===== src/rtl/icache_params.svh =====
`ifndef ICACHE_PARAMS_SVH
`define ICACHE_PARAMS_SVH

// ------------------------------
// cache geometry
// ------------------------------

// line index width, 2**4 = 16 lines
`define ICACHE_INDEX_BITS 4

// byte offset inside a line, 2**3 = 8 bytes
`define ICACHE_OFFSET_BITS 3

// 32-bit words per line, also the refill burst length
`define ICACHE_WORDS_PER_LINE (1 << (`ICACHE_OFFSET_BITS - 2))

`endif

===== src/rtl/icache_pkg.sv =====
`include "icache_params.svh"

package icache_pkg;

    // ------------------------------
    // derived widths
    // ------------------------------
    localparam int tag_bits  = 32 - `ICACHE_INDEX_BITS - `ICACHE_OFFSET_BITS;
    localparam int word_bits = `ICACHE_OFFSET_BITS - 2;   // word bits of the offset
    // one-word lines still get a 1-bit select
    localparam int sel_bits  = (word_bits > 0) ? word_bits : 1;

    typedef logic [31:0]                    addr_t;       // byte address
    typedef logic [31:0]                    word_t;       // instruction word
    typedef logic [tag_bits-1:0]            tag_t;
    typedef logic [`ICACHE_INDEX_BITS-1:0]  index_t;
    typedef logic [sel_bits-1:0]            word_sel_t;
    typedef logic [sel_bits:0]              beat_count_t; // one spare bit over word_sel_t

    // controller states
    typedef enum logic [1:0] {
        IDLE,       // lookup
        REFILL,     // burst in flight
        FILL_DONE,  // line written, read it back
        RESPOND     // fetch_ready pulse
    } ctrl_state_t;

endpackage


===== src/rtl/fill_if.sv =====
`timescale 1ns/1ps

// one refill beat on its way into the line storage
interface fill_if;

    logic                  write;     // beat accepted this cycle
    icache_pkg::index_t    index;     // line being refilled
    icache_pkg::word_sel_t word_sel;  // word slot of this beat
    icache_pkg::word_t     data;
    logic                  last;      // final beat of the line

    // beat counter side
    modport source (
        output write, index, word_sel, data, last
    );

    // data array only needs the write itself
    modport sink (
        input write, index, word_sel, data
    );

    modport monitor (
        input write, last
    );

endinterface


===== src/rtl/icache_top.sv =====
`timescale 1ns/1ps

module icache_top (
    input  logic                 clock,
    input  logic                 reset,

    // fetch side
    input  icache_pkg::addr_t    fetch_addr,
    input  logic                 fetch_valid,
    output logic                 fetch_ready,
    output icache_pkg::word_t    fetch_data,

    // burst memory side
    output logic                 mem_valid,
    output icache_pkg::addr_t    mem_addr,
    input  logic                 mem_ready,
    input  icache_pkg::word_t    mem_data,
    input  logic                 mem_err
);

    logic               hit;
    logic               tag_write;
    icache_pkg::index_t tag_index;
    icache_pkg::tag_t   tag_value;
    logic               read_enable;
    icache_pkg::word_t  read_data;
    logic               refill_active;
    logic               refill_abort;

    fill_if fill_bus ();

    // ------------------------------
    // control
    // ------------------------------
    icache_ctrl u_ctrl (
        .clock         (clock),
        .reset         (reset),
        .fetch_addr    (fetch_addr),
        .fetch_valid   (fetch_valid),
        .hit           (hit),
        .mem_err       (mem_err),
        .fill          (fill_bus.monitor),
        .tag_write     (tag_write),
        .tag_index     (tag_index),
        .tag_value     (tag_value),
        .read_enable   (read_enable),
        .refill_active (refill_active),
        .refill_abort  (refill_abort),
        .mem_addr      (mem_addr),
        .fetch_ready   (fetch_ready)
    );

    refill_counter u_refill_counter (
        .clock         (clock),
        .reset         (reset),
        .refill_active (refill_active),
        .refill_abort  (refill_abort),
        .mem_ready     (mem_ready),
        .mem_data      (mem_data),
        .refill_index  (tag_index),     // line under refill
        .fill          (fill_bus.source)
    );

    // ------------------------------
    // storage
    // ------------------------------
    icache_tag_array u_tag_array (
        .clock       (clock),
        .reset       (reset),
        .lookup_addr (fetch_addr),
        .tag_write   (tag_write),
        .tag_index   (tag_index),
        .tag_value   (tag_value),
        .hit         (hit)
    );

    icache_data_array u_data_array (
        .clock       (clock),
        .fill        (fill_bus.sink),
        .read_enable (read_enable),
        .read_addr   (fetch_addr),
        .read_data   (read_data)
    );

    assign fetch_data = read_data;
    assign mem_valid  = refill_active;  // high for the whole burst

endmodule


===== src/rtl/icache_data_array.sv =====
`timescale 1ns/1ps
`include "icache_params.svh"

module icache_data_array (
    input  logic                 clock,
    fill_if.sink                 fill,
    input  logic                 read_enable,
    input  icache_pkg::addr_t    read_addr,
    output icache_pkg::word_t    read_data
);

    localparam int lines = 1 << `ICACHE_INDEX_BITS;
    localparam int words = `ICACHE_WORDS_PER_LINE;

    icache_pkg::word_t     storage [lines][words];

    icache_pkg::index_t    read_index;
    icache_pkg::word_sel_t read_sel;

    // ------------------------------
    // read address decode
    // ------------------------------
    assign read_index = read_addr[`ICACHE_OFFSET_BITS +: `ICACHE_INDEX_BITS];
    // mask keeps the select at zero for one-word lines
    assign read_sel   = icache_pkg::word_sel_t'((read_addr >> 2) & (words - 1));

    // one word per accepted beat
    always_ff @(posedge clock) begin
        if (fill.write) begin
            storage[fill.index][fill.word_sel] <= fill.data;
        end
    end

    // registered read, holds between lookups
    always_ff @(posedge clock) begin
        if (read_enable) begin
            read_data <= storage[read_index][read_sel];
        end
    end

endmodule


===== src/rtl/icache_tag_array.sv =====
`timescale 1ns/1ps
`include "icache_params.svh"

module icache_tag_array (
    input  logic                 clock,
    input  logic                 reset,
    input  icache_pkg::addr_t    lookup_addr,
    input  logic                 tag_write,
    input  icache_pkg::index_t   tag_index,
    input  icache_pkg::tag_t     tag_value,
    output logic                 hit
);

    localparam int lines    = 1 << `ICACHE_INDEX_BITS;
    localparam int tag_bits = $bits(icache_pkg::tag_t);

    icache_pkg::tag_t   tags [lines];
    logic [lines-1:0]   valid;

    icache_pkg::index_t lookup_index;
    icache_pkg::tag_t   lookup_tag;

    // ------------------------------
    // address split
    // ------------------------------
    assign lookup_index = lookup_addr[`ICACHE_OFFSET_BITS +: `ICACHE_INDEX_BITS];
    assign lookup_tag   = lookup_addr[31 -: tag_bits];

    // tag storage
    always_ff @(posedge clock) begin
        if (tag_write) begin
            tags[tag_index] <= tag_value;
        end
    end

    // valid bits, all lines empty out of reset
    always_ff @(posedge clock) begin
        if (reset) begin
            valid <= '0;
        end else if (tag_write) begin
            valid[tag_index] <= 1'b1;
        end
    end

    // direct mapped, single compare
    assign hit = valid[lookup_index] && (tags[lookup_index] == lookup_tag);

endmodule


===== src/rtl/refill_counter.sv =====
`timescale 1ns/1ps
`include "icache_params.svh"

module refill_counter (
    input  logic                 clock,
    input  logic                 reset,
    input  logic                 refill_active,
    input  logic                 refill_abort,
    input  logic                 mem_ready,
    input  icache_pkg::word_t    mem_data,
    input  icache_pkg::index_t   refill_index,
    fill_if.source               fill
);

    // count value of the final beat in a line
    localparam icache_pkg::beat_count_t last_count =
        icache_pkg::beat_count_t'(`ICACHE_WORDS_PER_LINE - 1);

    icache_pkg::beat_count_t count;
    logic                    accept;
    logic                    last_beat;

    // an error in the same cycle wins over a beat
    assign accept    = refill_active && mem_ready && !refill_abort;
    assign last_beat = accept && (count == last_count);

    // ------------------------------
    // beat counter
    // ------------------------------
    always_ff @(posedge clock) begin
        if (reset) begin
            count <= '0;
        end else if (refill_abort || last_beat) begin
            count <= '0;                // ready for the next burst
        end else if (accept) begin
            count <= count + 1'b1;
        end
    end

    assign fill.write    = accept;
    assign fill.index    = refill_index;
    assign fill.word_sel = icache_pkg::word_sel_t'(count);  // beats come in word order
    assign fill.data     = mem_data;
    assign fill.last     = last_beat;

endmodule


===== src/rtl/icache_ctrl.sv =====
`timescale 1ns/1ps
`include "icache_params.svh"

module icache_ctrl (
    input  logic                  clock,
    input  logic                  reset,
    input  icache_pkg::addr_t     fetch_addr,
    input  logic                  fetch_valid,
    input  logic                  hit,
    input  logic                  mem_err,
    fill_if.monitor               fill,
    output logic                  tag_write,
    output icache_pkg::index_t    tag_index,
    output icache_pkg::tag_t      tag_value,
    output logic                  read_enable,
    output logic                  refill_active,
    output logic                  refill_abort,
    output icache_pkg::addr_t     mem_addr,
    output logic                  fetch_ready
);

    localparam int off_bits = `ICACHE_OFFSET_BITS;
    localparam int tag_bits = $bits(icache_pkg::tag_t);

    icache_pkg::ctrl_state_t state_q;
    icache_pkg::ctrl_state_t state_d;

    icache_pkg::addr_t line_addr;   // fetch address, offset cleared
    logic              miss;
    logic              fill_last;

    assign line_addr = {fetch_addr[31:off_bits], {off_bits{1'b0}}};
    assign miss      = (state_q == icache_pkg::IDLE) && fetch_valid && !hit;
    assign fill_last = fill.write && fill.last;

    // ------------------------------
    // state register
    // ------------------------------
    always_ff @(posedge clock) begin
        if (reset) begin
            state_q <= icache_pkg::IDLE;
        end else begin
            state_q <= state_d;
        end
    end

    // refill line address, held for the whole burst
    always_ff @(posedge clock) begin
        if (miss) begin
            mem_addr <= line_addr;
        end
    end

    // the latched line address also names the tag slot to fill
    assign tag_index = mem_addr[off_bits +: $bits(icache_pkg::index_t)];
    assign tag_value = mem_addr[31 -: tag_bits];

    // ------------------------------
    // next state and outputs
    // ------------------------------
    always_comb begin
        state_d      = state_q;
        read_enable  = 1'b0;
        tag_write    = 1'b0;
        refill_abort = 1'b0;

        case (state_q)
            icache_pkg::IDLE: begin
                if (fetch_valid) begin
                    if (hit) begin
                        read_enable = 1'b1;     // word lands in read_data at this edge
                        state_d     = icache_pkg::RESPOND;
                    end else begin
                        state_d = icache_pkg::REFILL;
                    end
                end
            end

            icache_pkg::REFILL: begin
                if (mem_err) begin
                    // line stays invalid, a held request simply misses again
                    refill_abort = 1'b1;
                    state_d      = icache_pkg::IDLE;
                end else if (fill_last) begin
                    tag_write = 1'b1;
                    state_d   = icache_pkg::FILL_DONE;
                end
            end

            icache_pkg::FILL_DONE: begin
                read_enable = 1'b1;             // line is valid now
                state_d     = icache_pkg::RESPOND;
            end

            icache_pkg::RESPOND: begin
                state_d = icache_pkg::IDLE;
            end

            default: begin
                state_d = icache_pkg::IDLE;
            end
        endcase
    end

    assign refill_active = (state_q == icache_pkg::REFILL);  // mem_valid
    assign fetch_ready   = (state_q == icache_pkg::RESPOND);

endmodule


===== config.mk =====
export PLATFORM = sky130hd
export DESIGN_NAME = icache_top
export DESIGN_NICKNAME = d
export VERILOG_FILES = /design/src/rtl/icache_pkg.sv /design/src/rtl/fill_if.sv /design/src/rtl/icache_top.sv /design/src/rtl/icache_data_array.sv /design/src/rtl/icache_tag_array.sv /design/src/rtl/refill_counter.sv /design/src/rtl/icache_ctrl.sv
export VERILOG_INCLUDE_DIRS = /design/src /design/src/rtl
export SDC_FILE = /design/constraint.sdc
export NUM_CORES = 1
export LEC_CHECK = 0
export BUFFER_PORTS_ARGS = -buffer_cell sky130_fd_sc_hd__buf_2
export CAP_MARGIN = 20
export CORE_MARGIN = 4
export CORE_UTILIZATION = 29
export DETAILED_ROUTE_END_ITERATION = 10
export PLACE_DENSITY = 0.41
export SLEW_MARGIN = 20
export SYNTH_ARGS = -nofsm -noshare
export SYNTH_HDL_FRONTEND = slang
export SYNTH_SLANG_ARGS = --single-unit

===== constraint.sdc =====
create_clock -name clock -period 9.3 [get_ports clock]
set_input_delay 0.465 -clock clock [delete_from_list [all_inputs] [get_ports clock]]
set_output_delay 0.465 -clock clock [all_outputs]
set_load 0.02 [all_outputs]

==> results_dict.tcl <==
set metrics [dict create \
    critPathLaunchType "primary input" \
    layout-drive-gt1-share 0.3283 \
    pin_count 135 \
    slowest_delay_ns 0.82 \
    dpl.hpwl_um 73920 \
    synth_seq_cells 1505 \
    critical_path.top_delay_family "buffers and inverters" \
    avgSynthCellArea_um2 23.97 \
    synth_edf_count 1485 \
    fin_tns_setup_ns 0 \
    crit_cells 11 \
    power_density_nw_per_um2 212.1 \
    gp_congestion 0.7222 \
    drt_iter0_drc 2212 \
    clockBufferDepth 3 \
    routed_wl_um 154500 \
    yosys-top-cells-area "edfxtp_1, mux4_2, mux2i_1" \
    net-switching-power_w 0.002975 \
    clkPwrFrac 0.428 \
    ys.warnings.count 0 \
    grt_max_degree 160 \
    area_delta_synth_final_pct 16.67 \
    swShare 0.2094 \
    tightest_slew_ns 1.160 \
    clockRootBuffer "clkbuf_16" \
    htreeDepth 4 \
    grt_antenna_before_repair 13 \
    worst_ir_drop_vdd_mv 0.1336 \
    cts_setup_buffers 0 \
    num_rows 163 \
    dp.cells 5115 \
    syn_area_um2 57400 \
    slowest_stage "buf_4" \
    yosysTopAreaCell "edfxtp_1" \
    worst-path-max-fanout 51 \
    finalMaxSlewViolations 0 \
    crit_type "in2reg" \
    io_buffers 129 \
    grt_pass1_vias 28120 \
    ys_seq_area_frac 0.7839 \
    r2r_start "u_tag_array.tags[1][0]$_DFFE_PP_" \
    critPathArrivalTime_ns 4.82 \
    cp_cell_sequence "clkbuf_8 -> buf_4 -> mux4_2 -> o22ai_1 -> nor2_1 -> xnor2_1 -> nand2_1 -> nor3b_1 -> o2111ai_1 -> o41ai_4 -> buf_4" \
    tritoncts "built" \
    setup_viol 0 \
    cap_violations 0 \
    dr.pass1.iters 5 \
    stdcell_area_um2 66970 \
    startpoint "fetch_addr[5]" \
    final_nets 2734 \
    grt_pass1_wl_um 215200 \
    comb_power_share 0.043 \
    path_clk_slew_ns 0.06 \
    critPathCapture "u_data_array.read_data[11]$_DFFE_PP_" \
    r2r-end "u_data_array.read_data[11]$_DFFE_PP_" \
    vias_per_cell 4.794 \
    p_total_w 0.01420 \
    ant_nets 0 \
    finalCritPeriodShare 0.4777 \
    instances_no_fill 5435 \
    synthFlopType "edfxtp_1" \
    final-hold-violation-count 0 \
    synth_top_area_frac 0.7769 \
    dpl-instance-area_um2 61700 \
    cts.sinks 1505 \
    worstSkewPairLatency_ns 0.79 \
    routed-via-count 26060 \
    min_path_type "in2reg" \
    p_int_w 0.01123 \
    rrSetupSlack_ns 5.44 \
    cts_hold_buf 26 \
    cts_buffers 161 \
    reg2reg_depth 9 \
    synth_async_sr_flop_share 0 \
    ys_types 52 \
    drc_errors 0 \
    grt.total_usage 0.1501 \
    period_minus_slack_ns 4.442 \
    coreArea_um2 197000 \
    layout_commonest_cell "edfxtp_1" \
    outcome "finished clean" \
    cp_num_buf_inv 3 \
    start_util 0.2913 \
    required_ns 9.68 \
    relSlewSlack 0.2265 \
    rsz0062_at_grt "false" \
    overflow 0 \
    fmax_mhz 225.1 \
    dieArea_um2 205100 \
    skew_ns 0.04096 \
    synth_cells 2395 \
    worst_setup_path_end_kind "register" \
    layout_common_cells "edfxtp_1, mux4_2, clkbuf_16" \
    cts_resized 0 \
    leakagePower_nw 20.59 \
    sequentialPowerShare 0.530 \
    dieWidth_um 452.9 \
    wl_per_cell_um 28.42 \
    die_h_um 452.9 \
    crit_top_cell "buf_4" \
]
## registers in the layout (all words and copies together), names as in the netlist
name	cells
u_ctrl.mem_addr	29
u_tag_array.tags	400
u_refill_counter.count	2
u_tag_array.valid	16
u_data_array.read_data	32
u_ctrl.state_q	2
u_data_array.storage	1024
## cells by family (layout without fill, tap and decap cells)
logic type / after synthesis / count (layout) / synth area share
muxes: 513 / 513 / 0.1804
other: 1 / 5 / 0.00006533
and+or+nand+nor: 174 / 174 / 0.01397
buffers and inverters: 120 / 516 / 0.01046
xor gates and xnor gates: 31 / 31 / 0.004730
AOI/OAI and AO/OA: 50 / 50 / 0.006300
adders and majority gates: 1 / 1 / 0.0002179
DFF: 1505 / 1505 / 0.7839
## cell usage after synthesis (6+ instances only)
cell,instances
buf_4,11
xor2_1,8
mux4_2,402
buf_1,13
nor2b_1,7
nand2_1,25
nor2_1,97
nand2b_1,10
nand3_1,8
xnor2_1,23
mux4_1,8
dfxtp_1,20
clkbuf_1,47
buf_6,8
a221oi_1,7
buf_2,39
mux2i_1,56
o22ai_1,16
o21ai_0,6
edfxtp_1,1485
mux2_2,47
## area by class of cell
class,count,area [um^2]
Tap cell,2640,3303
Timing Repair Buffer,222,1466
Inverter,2,12.51
Sequential cell,1505,44990
Antenna cell,2,5.005
Clock inverter,85,666.9
Fill cell,18400,130000
Clock buffer,207,4328
Multi-Input combinational cell,772,12190
## worst min path at each step
| stage | startpoint | depth (start not counted) | slack (ns) | to |
|---|---|---|---|---|
| floorplan | u_tag_array.valid[12]$_SDFFE_PP0P_ | 2 | 0.43 | u_tag_array.valid[12]$_SDFFE_PP0P_ |
| global placement | u_tag_array.valid[6]$_SDFFE_PP0P_ | 2 | 0.44 | u_tag_array.valid[6]$_SDFFE_PP0P_ |
| detailed placement | u_tag_array.valid[9]$_SDFFE_PP0P_ | 2 | 0.47 | u_tag_array.valid[9]$_SDFFE_PP0P_ |
| CTS | reset | 2 | 0.02 | u_ctrl.state_q[0]$_SDFFE_PP0P_ |
| global route | reset | 2 | 0.05 | u_tag_array.valid[14]$_SDFFE_PP0P_ |
| finish | reset | 2 | 0.10 | u_tag_array.valid[12]$_SDFFE_PP0P_ |
## power groups by stage
stage	Clock [W]	Sequential, W	Combinational, W
after floorplan	0	0.00767	0.000368
after global placement	0	0.00766	0.000606
after detailed placement	0	0.00766	0.000617
after CTS	0.00628	0.00752	0.000628
after global routing	0.00657	0.00752	0.000662
final	0.00607	0.00752	0.000608
## per-stage QoR
step,hold slack (ns),setup slack (ns),utilization
final,0.1012,4.858,0.3399
after global routing,0.05448,4.540,0.3399
after CTS,0.02213,4.769,0.3399
after detailed placement,0.4675,3.930,0.3132
after global placement,0.4436,3.976,0.3132
after floorplan,0.4348,4.610,-
## per-layer routing
| metal | global-route usage | vias up | part of all wire |
|---|---|---|---|
| met5 | 0 | - | 0.00017 |
| met4 | 0.03617 | 4 | 0.021 |
| met3 | 0.02995 | 233 | 0.050 |
| met2 | 0.2518 | 676 | 0.49 |
| met1 | 0.2009 | 14340 | 0.43 |
| li1 | - | 10810 | - |
Note: power is estimated with default switching activity, not from simulation.
